<file path="config.mk">
export PLATFORM = sky130hd
export DESIGN_NAME = way_hit_check_flat
export DESIGN_NICKNAME = d
export VERILOG_FILES = /design/src/hdl/dcache_geometry_pkg.sv /design/src/hdl/mem_access_pkg.sv /design/src/hdl/dcache_stage_if.sv /design/src/hdl/way_hit_check.sv /design/src/flat_wrapper.sv
export SDC_FILE = /design/constraint.sdc
export NUM_CORES = 1
export LEC_CHECK = 0
export BUFFER_PORTS_ARGS = -buffer_cell sky130_fd_sc_hd__buf_2
export CORE_MARGIN = 2
export CORE_UTILIZATION = 41
export CTS_BUF_LIST = sky130_fd_sc_hd__clkbuf_8
export DETAILED_ROUTE_END_ITERATION = 7
export MAX_ROUTING_LAYER = met4
export PLACE_DENSITY = 0.89
export SKIP_CTS_REPAIR_TIMING = 1
export SKIP_LAST_GASP = 1
export SYNTH_ARGS = -nofsm -noshare
export SYNTH_HDL_FRONTEND = slang
export SYNTH_SLANG_ARGS = --single-unit
</file>
<file path="constraint.sdc">
create_clock -name clk -period 2.8 [get_ports clk]
set_input_delay 0.56 -clock clk [delete_from_list [all_inputs] [get_ports clk]]
set_output_delay 0.56 -clock clk [all_outputs]
set_load 0.01 [all_outputs]
</file>
<file path="src/hdl/dcache_geometry_pkg.sv">
// L1 data cache geometry
// Address split into tag, set and line offset, plus the line and word types
package dcache_geometry_pkg;

	localparam int LINE_BYTES = 64;
	localparam int LINE_WORDS = 16;
	localparam int OFFSET_BITS = 6;
	localparam int SET_BITS = 4;
	localparam int TAG_BITS = 22;
	localparam int NUM_SETS = 1 << SET_BITS;
	localparam int PADDR_BITS = TAG_BITS + SET_BITS + OFFSET_BITS;

	typedef logic [31:0] word_t;
	typedef logic [PADDR_BITS-1:0] paddr_t;
	typedef logic [OFFSET_BITS-1:0] line_offset_t;
	typedef logic [SET_BITS-1:0] set_idx_t;
	typedef logic [TAG_BITS-1:0] l1_tag_t;
	typedef logic [LINE_BYTES*8-1:0] line_data_t;
	typedef logic [LINE_BYTES-1:0] line_mask_t;
	typedef logic [LINE_WORDS-1:0] lane_mask_t;

	// Address fields, tag on top and offset at the bottom
	function automatic line_offset_t paddr_offset(paddr_t addr);
		return addr[OFFSET_BITS-1:0];
	endfunction

	function automatic set_idx_t paddr_set(paddr_t addr);
		return addr[OFFSET_BITS +: SET_BITS];
	endfunction

	function automatic l1_tag_t paddr_tag(paddr_t addr);
		return addr[PADDR_BITS-1 -: TAG_BITS];
	endfunction

	// Big-endian word placement: the most significant byte lands at the lowest address
	function automatic word_t byte_swap(word_t value);
		return {value[7:0], value[15:8], value[23:16], value[31:24]};
	endfunction

endpackage
</file>
<file path="src/hdl/mem_access_pkg.sv">
// Memory access kinds of the data stage
// Kind encoding and the offset bits each kind needs clear to be aligned
package mem_access_pkg;

	typedef enum logic [2:0] {
		MEM_B,
		MEM_S,
		MEM_L,
		MEM_SYNC,
		MEM_BLOCK
	} mem_access_t;

	// Offset bits that must be zero, per kind
	localparam logic [dcache_geometry_pkg::OFFSET_BITS-1:0] ALIGN_B = 6'h00;
	localparam logic [dcache_geometry_pkg::OFFSET_BITS-1:0] ALIGN_S = 6'h01;
	localparam logic [dcache_geometry_pkg::OFFSET_BITS-1:0] ALIGN_L = 6'h03;
	localparam logic [dcache_geometry_pkg::OFFSET_BITS-1:0] ALIGN_BLOCK = 6'h3f;

	// Number of bytes a scalar kind touches
	localparam int BYTES_B = 1;
	localparam int BYTES_S = 2;
	localparam int BYTES_L = 4;

endpackage

</file>
<file path="src/hdl/dcache_stage_if.sv">
`timescale 1ns/1ps
// Interfaces of the data stage
// access_if carries the decoded access, fill_if the data and tag updates from L2

interface access_if #(
	parameter int NUM_THREADS = 4
);
	import dcache_geometry_pkg::*;
	import mem_access_pkg::*;

	localparam int THREAD_BITS = (NUM_THREADS > 1) ? $clog2(NUM_THREADS) : 1;

	logic valid;
	logic is_load;
	mem_access_t kind;
	logic [THREAD_BITS-1:0] thread;
	paddr_t paddr;
	logic unaligned;

	modport decode(output valid, is_load, kind, thread, paddr, unaligned);
	modport check(input valid, is_load, kind, thread, paddr);
	modport align(input valid, is_load, kind, paddr);
	modport result(input valid, is_load, thread, paddr, unaligned);
endinterface

interface fill_if #(
	parameter int NUM_WAYS = 4
);
	import dcache_geometry_pkg::*;

	localparam int WAY_BITS = (NUM_WAYS > 1) ? $clog2(NUM_WAYS) : 1;

	// Line data written into one way of a set
	logic data_en;
	logic [WAY_BITS-1:0] data_way;
	set_idx_t data_set;
	line_data_t data_line;

	// Tag being installed by the tag stage this cycle
	logic tag_en;
	set_idx_t tag_set;
	l1_tag_t tag_tag;

	modport data(input data_en, data_way, data_set, data_line);
	modport tag(input tag_en, tag_set, tag_tag);
endinterface

</file>
<file path="src/hdl/way_hit_check.sv">
`timescale 1ns/1ps
// Hit detection for the data stage
// Compares way tags, encodes the hit way, tracks synchronized loads per thread
// and spots misses that race a tag fill of the same line

module way_hit_check #(
	parameter int NUM_WAYS = 4,
	parameter int NUM_THREADS = 4,
	localparam int WAY_BITS = (NUM_WAYS > 1) ? $clog2(NUM_WAYS) : 1
) (
	input logic clk,
	input logic reset,
	access_if.check acc,
	fill_if.tag fill,
	input logic [NUM_WAYS-1:0] way_valid,
	input dcache_geometry_pkg::l1_tag_t way_tag [NUM_WAYS],
	output logic hit,
	output logic [WAY_BITS-1:0] hit_way,
	output logic near_miss
);
	import dcache_geometry_pkg::*;
	import mem_access_pkg::*;

	localparam int THREAD_BITS = (NUM_THREADS > 1) ? $clog2(NUM_THREADS) : 1;

	logic [NUM_WAYS-1:0] way_hit_oh;
	logic [NUM_THREADS-1:0] sync_pending;
	logic is_sync;
	logic sync_load;
	l1_tag_t req_tag;

	assign req_tag = paddr_tag(acc.paddr);
	assign is_sync = acc.kind == MEM_SYNC;
	assign sync_load = acc.valid && acc.is_load && is_sync;

	always_comb
	begin
		for (int w = 0; w < NUM_WAYS; w++)
			way_hit_oh[w] = way_valid[w] && way_tag[w] == req_tag;
	end

	// One-hot to index
	always_comb
	begin
		hit_way = '0;
		for (int w = 0; w < NUM_WAYS; w++)
		begin
			if (way_hit_oh[w])
				hit_way = hit_way | WAY_BITS'(w);
		end
	end

	// First synchronized load goes to L2 to register the address, even if resident
	assign hit = |way_hit_oh && (!is_sync || sync_pending[acc.thread]);

	// The line is arriving right now, so the thread retries instead of sleeping
	assign near_miss = acc.valid && acc.is_load && !hit && !is_sync
		&& fill.tag_en
		&& fill.tag_set == paddr_set(acc.paddr)
		&& fill.tag_tag == req_tag;

	// Pending bit flips on each synchronized load: first request vs. the retry
	always_ff @(posedge clk, posedge reset)
	begin
		if (reset)
			sync_pending <= '0;
		else
		begin
			for (int t = 0; t < NUM_THREADS; t++)
			begin
				if (sync_load && acc.thread == THREAD_BITS'(t))
					sync_pending[t] <= !sync_pending[t];
			end
		end
	end

	// Tag stage must never hold a line in two ways of one set
	hit_onehot_a: assert property (@(posedge clk) disable iff (reset)
		acc.valid |-> $onehot0(way_hit_oh));

endmodule

</file>
<file path="src/flat_wrapper.sv">
// flat-port wrapper written by rule: the top's interface ports become plain ports
module way_hit_check_flat import dcache_geometry_pkg::*; import mem_access_pkg::*;
#(
	parameter int NUM_WAYS = 4,
	parameter int NUM_THREADS = 4,
	localparam int WAY_BITS = (NUM_WAYS > 1) ? $clog2(NUM_WAYS) : 1
)
  (clk, reset, way_valid, way_tag, hit, hit_way, near_miss, acc_valid, acc_is_load, acc_kind, acc_thread, acc_paddr, fill_tag_en, fill_tag_set, fill_tag_tag);
  access_if #(.NUM_THREADS(NUM_THREADS)) acc_i ();
  fill_if #(.NUM_WAYS(NUM_WAYS)) fill_i ();
  input logic clk;
  input logic reset;
  input logic [NUM_WAYS-1:0] way_valid;
  input dcache_geometry_pkg::l1_tag_t way_tag[NUM_WAYS];
  output logic hit;
  output logic [WAY_BITS-1:0] hit_way;
  output logic near_miss;
  input wire logic [$bits(acc_i.valid)-1:0] acc_valid;
  input wire logic [$bits(acc_i.is_load)-1:0] acc_is_load;
  input wire logic [$bits(acc_i.kind)-1:0] acc_kind;
  input wire logic [$bits(acc_i.thread)-1:0] acc_thread;
  input wire logic [$bits(acc_i.paddr)-1:0] acc_paddr;
  input wire logic [$bits(fill_i.tag_en)-1:0] fill_tag_en;
  input wire logic [$bits(fill_i.tag_set)-1:0] fill_tag_set;
  input wire logic [$bits(fill_i.tag_tag)-1:0] fill_tag_tag;
  assign acc_i.valid = acc_valid;
  assign acc_i.is_load = acc_is_load;
  assign acc_i.kind = acc_kind;
  assign acc_i.thread = acc_thread;
  assign acc_i.paddr = acc_paddr;
  assign fill_i.tag_en = fill_tag_en;
  assign fill_i.tag_set = fill_tag_set;
  assign fill_i.tag_tag = fill_tag_tag;
  way_hit_check #(.NUM_WAYS(NUM_WAYS), .NUM_THREADS(NUM_THREADS)) u_core (.clk(clk), .reset(reset), .acc(acc_i), .fill(fill_i), .way_valid(way_valid), .way_tag(way_tag), .hit(hit), .hit_way(hit_way), .near_miss(near_miss));
endmodule
</file>
==> results of run 1 <==
-- metrics by stage --
stage               hold WS, ps  instances
finish                    216.2        397
global route              237.3        397
CTS                       218.1        397
detailed placement        450.1        394
global placement          436.4        394
floorplan                 326.1        209
-- routing by layer --
metal	up-vias	wire [um]	track usage, %
met5	-	0	-
met4	0	135	8.088
met3	13	516	2.110
met2	110	3288	48.80
met1	887	2184	27.97
li1	966	-	-
-- kinds of logic after synthesis --
logic type	after synthesis	synth area share, %
AO/OA/AOI/OAI	4	2.314
flip-flops	4	5.785
XOR/XNOR	118	61.89
AND/OR/NAND/NOR	59	19.81
buffers and inverters	24	10.20
-- final timing paths --
check / start / to / slack [ps] / depth (start not counted)
setup / recovery: acc_paddr[28] / near_miss / 190 / 8
hold / removal: reset / u_core.sync_pending[0] / 220 / 2
setup reg to reg: u_core.sync_pending[3] / u_core.sync_pending[3] / 2110 / 1
hold reg to reg: u_core.sync_pending[0] / u_core.sync_pending[0] / 480 / 1
max in group asynchronous: reset / u_core.sync_pending[2] / 2430 / 2
min in group clk: u_core.sync_pending[0] / u_core.sync_pending[0] / 480 / 1
-- power groups by stage --
stage                     Combinational [mW]  Sequential, mW  Clock, mW
after global placement                 0.344          0.0867          0
after CTS                              0.360          0.0875      0.127
after floorplan                        0.220          0.0839          0
final                                  0.356          0.0874      0.125
after detailed placement               0.359          0.0872          0
after global routing                   0.390          0.0891      0.129
-- layout by cell type, fill, tap and decap left out --
cell / instances
a221oi_1: 1
a22oi_1: 2
a32oi_2: 1
and4_1: 1
buf_2: 157
clkbuf_8: 3
dfrtp_1: 4
inv_1: 2
nand2_1: 6
nand3_1: 6
nand3b_1: 1
nand4_1: 22
nor2_1: 7
nor2b_1: 4
nor3_1: 2
nor4_1: 7
nor4_2: 2
or2_2: 1
xnor2_1: 89
xnor2_2: 5
xor2_1: 24
-- area by class of cell --
type                            instances  share of cell area [%]
Multi-Input combinational cell        181                   59.32
Timing Repair Buffer                  157                   32.06
Inverter                                2                  0.3063
Tap cell                               50                   2.552
Clock buffer                            3                   1.685
Sequential cell                         4                   4.084
==> flow_summary_export.csv, run 1 <==
group,metric,value,unit
die,dieHeight,68.97,um
die,die_x,68.97,um
route,firstDrtPassIters,4,
setup_path,worst_path_largest_cell_delay,360,ps
placed_design,place.gp.congestion,0.8646,
power_and_ir_drop,pwr-share-seq,15.4,%
finish,largestRegisters,"u_core.sync_pending: 4 flops",
synth,syn-cell-area,0.001730,mm2
finish,drive_above_1_share,48.70,%
synth,ys_top_cells_by_area,"xnor2_1, xor2_1, nand4_1",
power_and_ir_drop,power_per_cell_area,231.7,mW/mm2
synth,netlist.area_leader.share,45.05,%
global_route,grt_pass1_vias,1984,
timing,fmax,382.6,MHz
synth,synth-seq-cells,4,
synth,synth_commonest_cells,"xnor2_1, xor2_1, nand4_1",
clock_tree,cts.clk_slew.worst_paths,30,ps
global_route,grt_max_degree,7,
setup_path,cpMaxStageDelayCell,"nor4_2",
synth,synth-main-ff-cell,"dfrtp_1",
timing,setup_tns,0,ps
finish,regMostFlops,"u_core.sync_pending",
die,core,0.004029,mm2
route,final_antenna_net_count,0,
timing,max_slew.worst_pin.slew,500.0,ps
synth,yosys_warnings,0,
timing,hold_viol,0,
global_route,antenna_found_initial,0,
clock_tree,cts_num_sinks,4,
setup_path,start_kind,"input port",
run_status,status,"finished, final reports clean",
die,core.rowCount,23,
die,boundaryPins,164,
die,initial_core_util,42.95,%
route,routed_wirelength,6124,um
power_and_ir_drop,p_sw_share,35.88,%
finish,multiInputGateArea,0.001454,mm2
setup_path,cp_cell_sequence,"buf_2, xnor2_1, nand4_1, nor4_2, a22oi_1, a32oi_2, nor2_1, buf_2",
timing,relSlewSlack,66.36,%
setup_path,path_buf_inv,2,
power_and_ir_drop,power_switching,0.2038,mW
setup_path,cp_common_cell,"buf_2",
finish,largest_reg_flops,4,
run,cap_violations,0,
synth,synth-async-reset-ratio,100.0,%
clock_tree,cts_tree,"built",
clock_tree,cts_buffer_depth,2,
placed_design,dp_slack,185.0,ps
clock_tree,root_buffer,"clkbuf_8",
synth,synth_nets,369,
synth,yosysUniqueCellTypes,22,
die,die-area,0.004756,mm2
global_route,grt_first_pass_wirelength,8625,um
synth,ys_seq_area_share,5.785,%
clock_tree,cts_buffers,3,
power_and_ir_drop,leakagePower,1.113,nW
global_route,grt.total_usage,25.65,%
synth,avgSynthCellArea,8.279,um2
finish,final_area,0.002451,mm2
finish,areaGrowthSynthToFinish,41.65,%
placed_design,dp_hpwl,5570,um
power_and_ir_drop,power,0.5678,mW
route,wire_per_inst,15.43,um
min_path,hp-class,"in2async",
power_and_ir_drop,power_frac_comb,62.7,%
placed_design,port_buffers,157,
timing,drv_slew,0,
clock_tree,h-tree-depth,1,
clock_tree,clk_latency,220,ps
timing,skew,0,ps
route,drt_iter0_drc,49,
setup_path,cp.required,2240,ps
route,drc,0,
setup_path,end_kind,"primary output",
finish,fillerInstances,398,
placed_design,place_area,0.002410,mm2
power_and_ir_drop,power_frac_clock,21.9,%
setup_path,crit_type,"in2out",
global_route,grt_remaining_overflow,0,
synth,yosysMostFrequentCell,"xnor2_1",
route,num_vias,1976,
route,post_drt_via_cell_ratio,4.977,
synth,synth_edf_count,0,
synth,synth_top_area_cell,"xnor2_1",
setup_path,cp_top_family,"simple AND/OR/NAND/NOR gates",
finish,regArea,100.1,um2
finish,post-route-util,60.84,%
setup_path,worstPathMaxFanout,5,
synth,syn_inst,209,
timing,setup_viol,0,
setup_path,crit_arrival,2050,ps
timing,period_share,93.35,%
power_and_ir_drop,ir_drop,0.1743,mV
finish,num_antenna_cells,0,
finish,final_nets,509,
timing,fin_crit,2614,ps
power_and_ir_drop,internal_power,0.3641,mW
timing,setup_slack,186.1,ps
timing,rsz0062_at_grt,"false",
(Power assumes the default switching activity.)
==> run 2, diff against run 1 <==
--- a/config.mk
+++ b/config.mk
@@ -7,11 +7,11 @@
 export LEC_CHECK = 0
 export BUFFER_PORTS_ARGS = -buffer_cell sky130_fd_sc_hd__buf_2
 export CORE_MARGIN = 2
-export CORE_UTILIZATION = 41
+export CORE_UTILIZATION = 38
 export CTS_BUF_LIST = sky130_fd_sc_hd__clkbuf_8
 export DETAILED_ROUTE_END_ITERATION = 7
 export MAX_ROUTING_LAYER = met4
-export PLACE_DENSITY = 0.89
+export PLACE_DENSITY = 0.83
 export SKIP_CTS_REPAIR_TIMING = 1
 export SKIP_LAST_GASP = 1
 export SYNTH_ARGS = -nofsm -noshare
==> constraint.sdc (replaced) <==
create_clock -name clk -period 2.98 [get_ports clk]
set_input_delay 0.596 -clock clk [delete_from_list [all_inputs] [get_ports clk]]
set_output_delay 0.596 -clock clk [all_outputs]
set_load 0.01 [all_outputs]
==> flow_summary_export.csv, run 2 (synthesis results as in run 1) <==
group,metric,value,unit
run_status,status,"finished, final reports clean",
global_route,grt_remaining_overflow,0,
power_and_ir_drop,pwr-share-seq,15.2,%
run,cap_violations,0,
die,initial_core_util,39.47,%
route,num_vias,1954,
route,drt_iter0_drc,47,
finish,num_antenna_cells,0,
finish,drive_above_1_share,48.70,%
setup_path,crit_arrival,2050,ps
finish,largest_reg_flops,4,
finish,final_common_cell,"buf_2",
die,core.rowCount,24,
timing,skew,0,ps
finish,areaGrowthSynthToFinish,41.79,%
die,dieHeight,71.48,um
route,drc,0,
power_and_ir_drop,power_frac_comb,62.9,%
power_and_ir_drop,internal_power,0.3419,mW
setup_path,worstPathMaxFanout,5,
clock_tree,cts.clk_slew.worst_paths,30,ps
global_route,grt_pass1_vias,1931,
placed_design,place.gp.congestion,0.8368,
timing,fin_crit,2643,ps
finish,final_cell_mix,"buf_2, xnor2_1, xor2_1",
placed_design,port_buffers,157,
setup_path,end_kind,"primary output",
timing,setup_viol,0,
clock_tree,root_buffer,"clkbuf_8",
timing,drv_slew,0,
finish,final_nets,509,
route,final_antenna_net_count,0,
global_route,antenna_found_initial,0,
route,routed_wirelength,5984,um
power_and_ir_drop,leakagePower,1.113,nW
route,wire_per_inst,15.00,um
global_route,grt.total_usage,23.03,%
global_route,grt_first_pass_wirelength,8666,um
clock_tree,clk_latency,220,ps
timing,period_share,88.69,%
power_and_ir_drop,power,0.5290,mW
timing,fmax,378.4,MHz
placed_design,dp_hpwl,5431,um
timing,relSlewSlack,69.03,%
power_and_ir_drop,power_per_cell_area,215.6,mW/mm2
power_and_ir_drop,power_switching,0.1870,mW
setup_path,start_kind,"input port",
clock_tree,cts_buffer_depth,2,
clock_tree,cts_tree,"built",
clock_tree,h-tree-depth,1,
setup_path,crit_type,"in2out",
global_route,grt_max_degree,7,
finish,largestRegisters,"u_core.sync_pending: 4 flops",
route,post_drt_via_cell_ratio,4.897,
die,die_x,71.48,um
power_and_ir_drop,ir_drop,0.1089,mV
timing,max_slew.worst_pin.slew,460.3,ps
setup_path,cp.required,2380,ps
timing,setup_tns,0,ps
clock_tree,cts_buffers,3,
timing,rsz0062_at_grt,"false",
die,boundaryPins,164,
clock_tree,cts_num_sinks,4,
setup_path,ff2ff_path_depth,1,
finish,regMostFlops,"u_core.sync_pending",
timing,hold_viol,0,
die,core,0.004384,mm2
die,die-area,0.005109,mm2
finish,fillerInstances,430,
power_and_ir_drop,power_frac_clock,21.9,%
power_and_ir_drop,p_sw_share,35.36,%
route,firstDrtPassIters,4,
min_path,hp-class,"in2async",
## run 2: metal layers
| layer | global-route usage (%) | vias to the layer above | wire, um |
|---|---|---|---|
| met5 | - | - | 0 |
| met4 | 4.193 | 0 | 54 |
| met3 | 3.235 | 6 | 415 |
| met2 | 44.75 | 90 | 3173 |
| met1 | 24.70 | 889 | 2341 |
| li1 | - | 969 | - |
## run 2: stage by stage
step | util, % | instance area, um2 | hold WS, ps | std cells | setup WS (ps)
floorplan | - | 1730 | 362.1 | 209 | 634.3
global placement | 55.02 | 2412 | 455.2 | 396 | 342.7
detailed placement | 55.02 | 2412 | 462.1 | 396 | 299.9
CTS | 55.96 | 2454 | 248.7 | 399 | 288.3
global route | 55.96 | 2454 | 252.7 | 399 | 252.8
finish | 55.96 | 2454 | 248.3 | 399 | 337.1
## run 2: area by class of cell
| class | instances | area (um2) | area share [%] |
|---|---|---|---|
| clock buffer | 3 | 41.29 | 1.683 |
| inverter | 2 | 7.507 | 0.3060 |
| multi-input combinational | 181 | 1454 | 59.26 |
| sequential | 4 | 100.1 | 4.080 |
| tap | 52 | 65.06 | 2.652 |
| timing repair buffer | 157 | 785.8 | 32.02 |
## run 2: final timing paths
path | from | slack [ps] | endpoint
max | acc_paddr[16] | 340 | near_miss
min | reset | 250 | u_core.sync_pending[0]
max reg2reg | u_core.sync_pending[0] | 2300 | u_core.sync_pending[0]
min reg2reg | u_core.sync_pending[1] | 470 | u_core.sync_pending[1]
max in group asynchronous | reset | 2590 | u_core.sync_pending[1]
min in group clk | u_core.sync_pending[1] | 470 | u_core.sync_pending[1]
## run 2: power groups by stage
stage	sequential [mW]	combinational [mW]	clock, mW
after floorplan	0.0789	0.207	0
after global placement	0.0793	0.327	0
after detailed placement	0.0806	0.335	0
after CTS	0.0800	0.337	0.118
after global routing	0.0826	0.363	0.124
final	0.0803	0.333	0.116
## run 2: worst max-delay path, stage by stage
cell and delay, ps:
buf_2 160, xnor2_1 190, nand4_1 140, nor4_1 370, a22oi_1 160, a32oi_2 220, nor2_1 70, buf_2 140
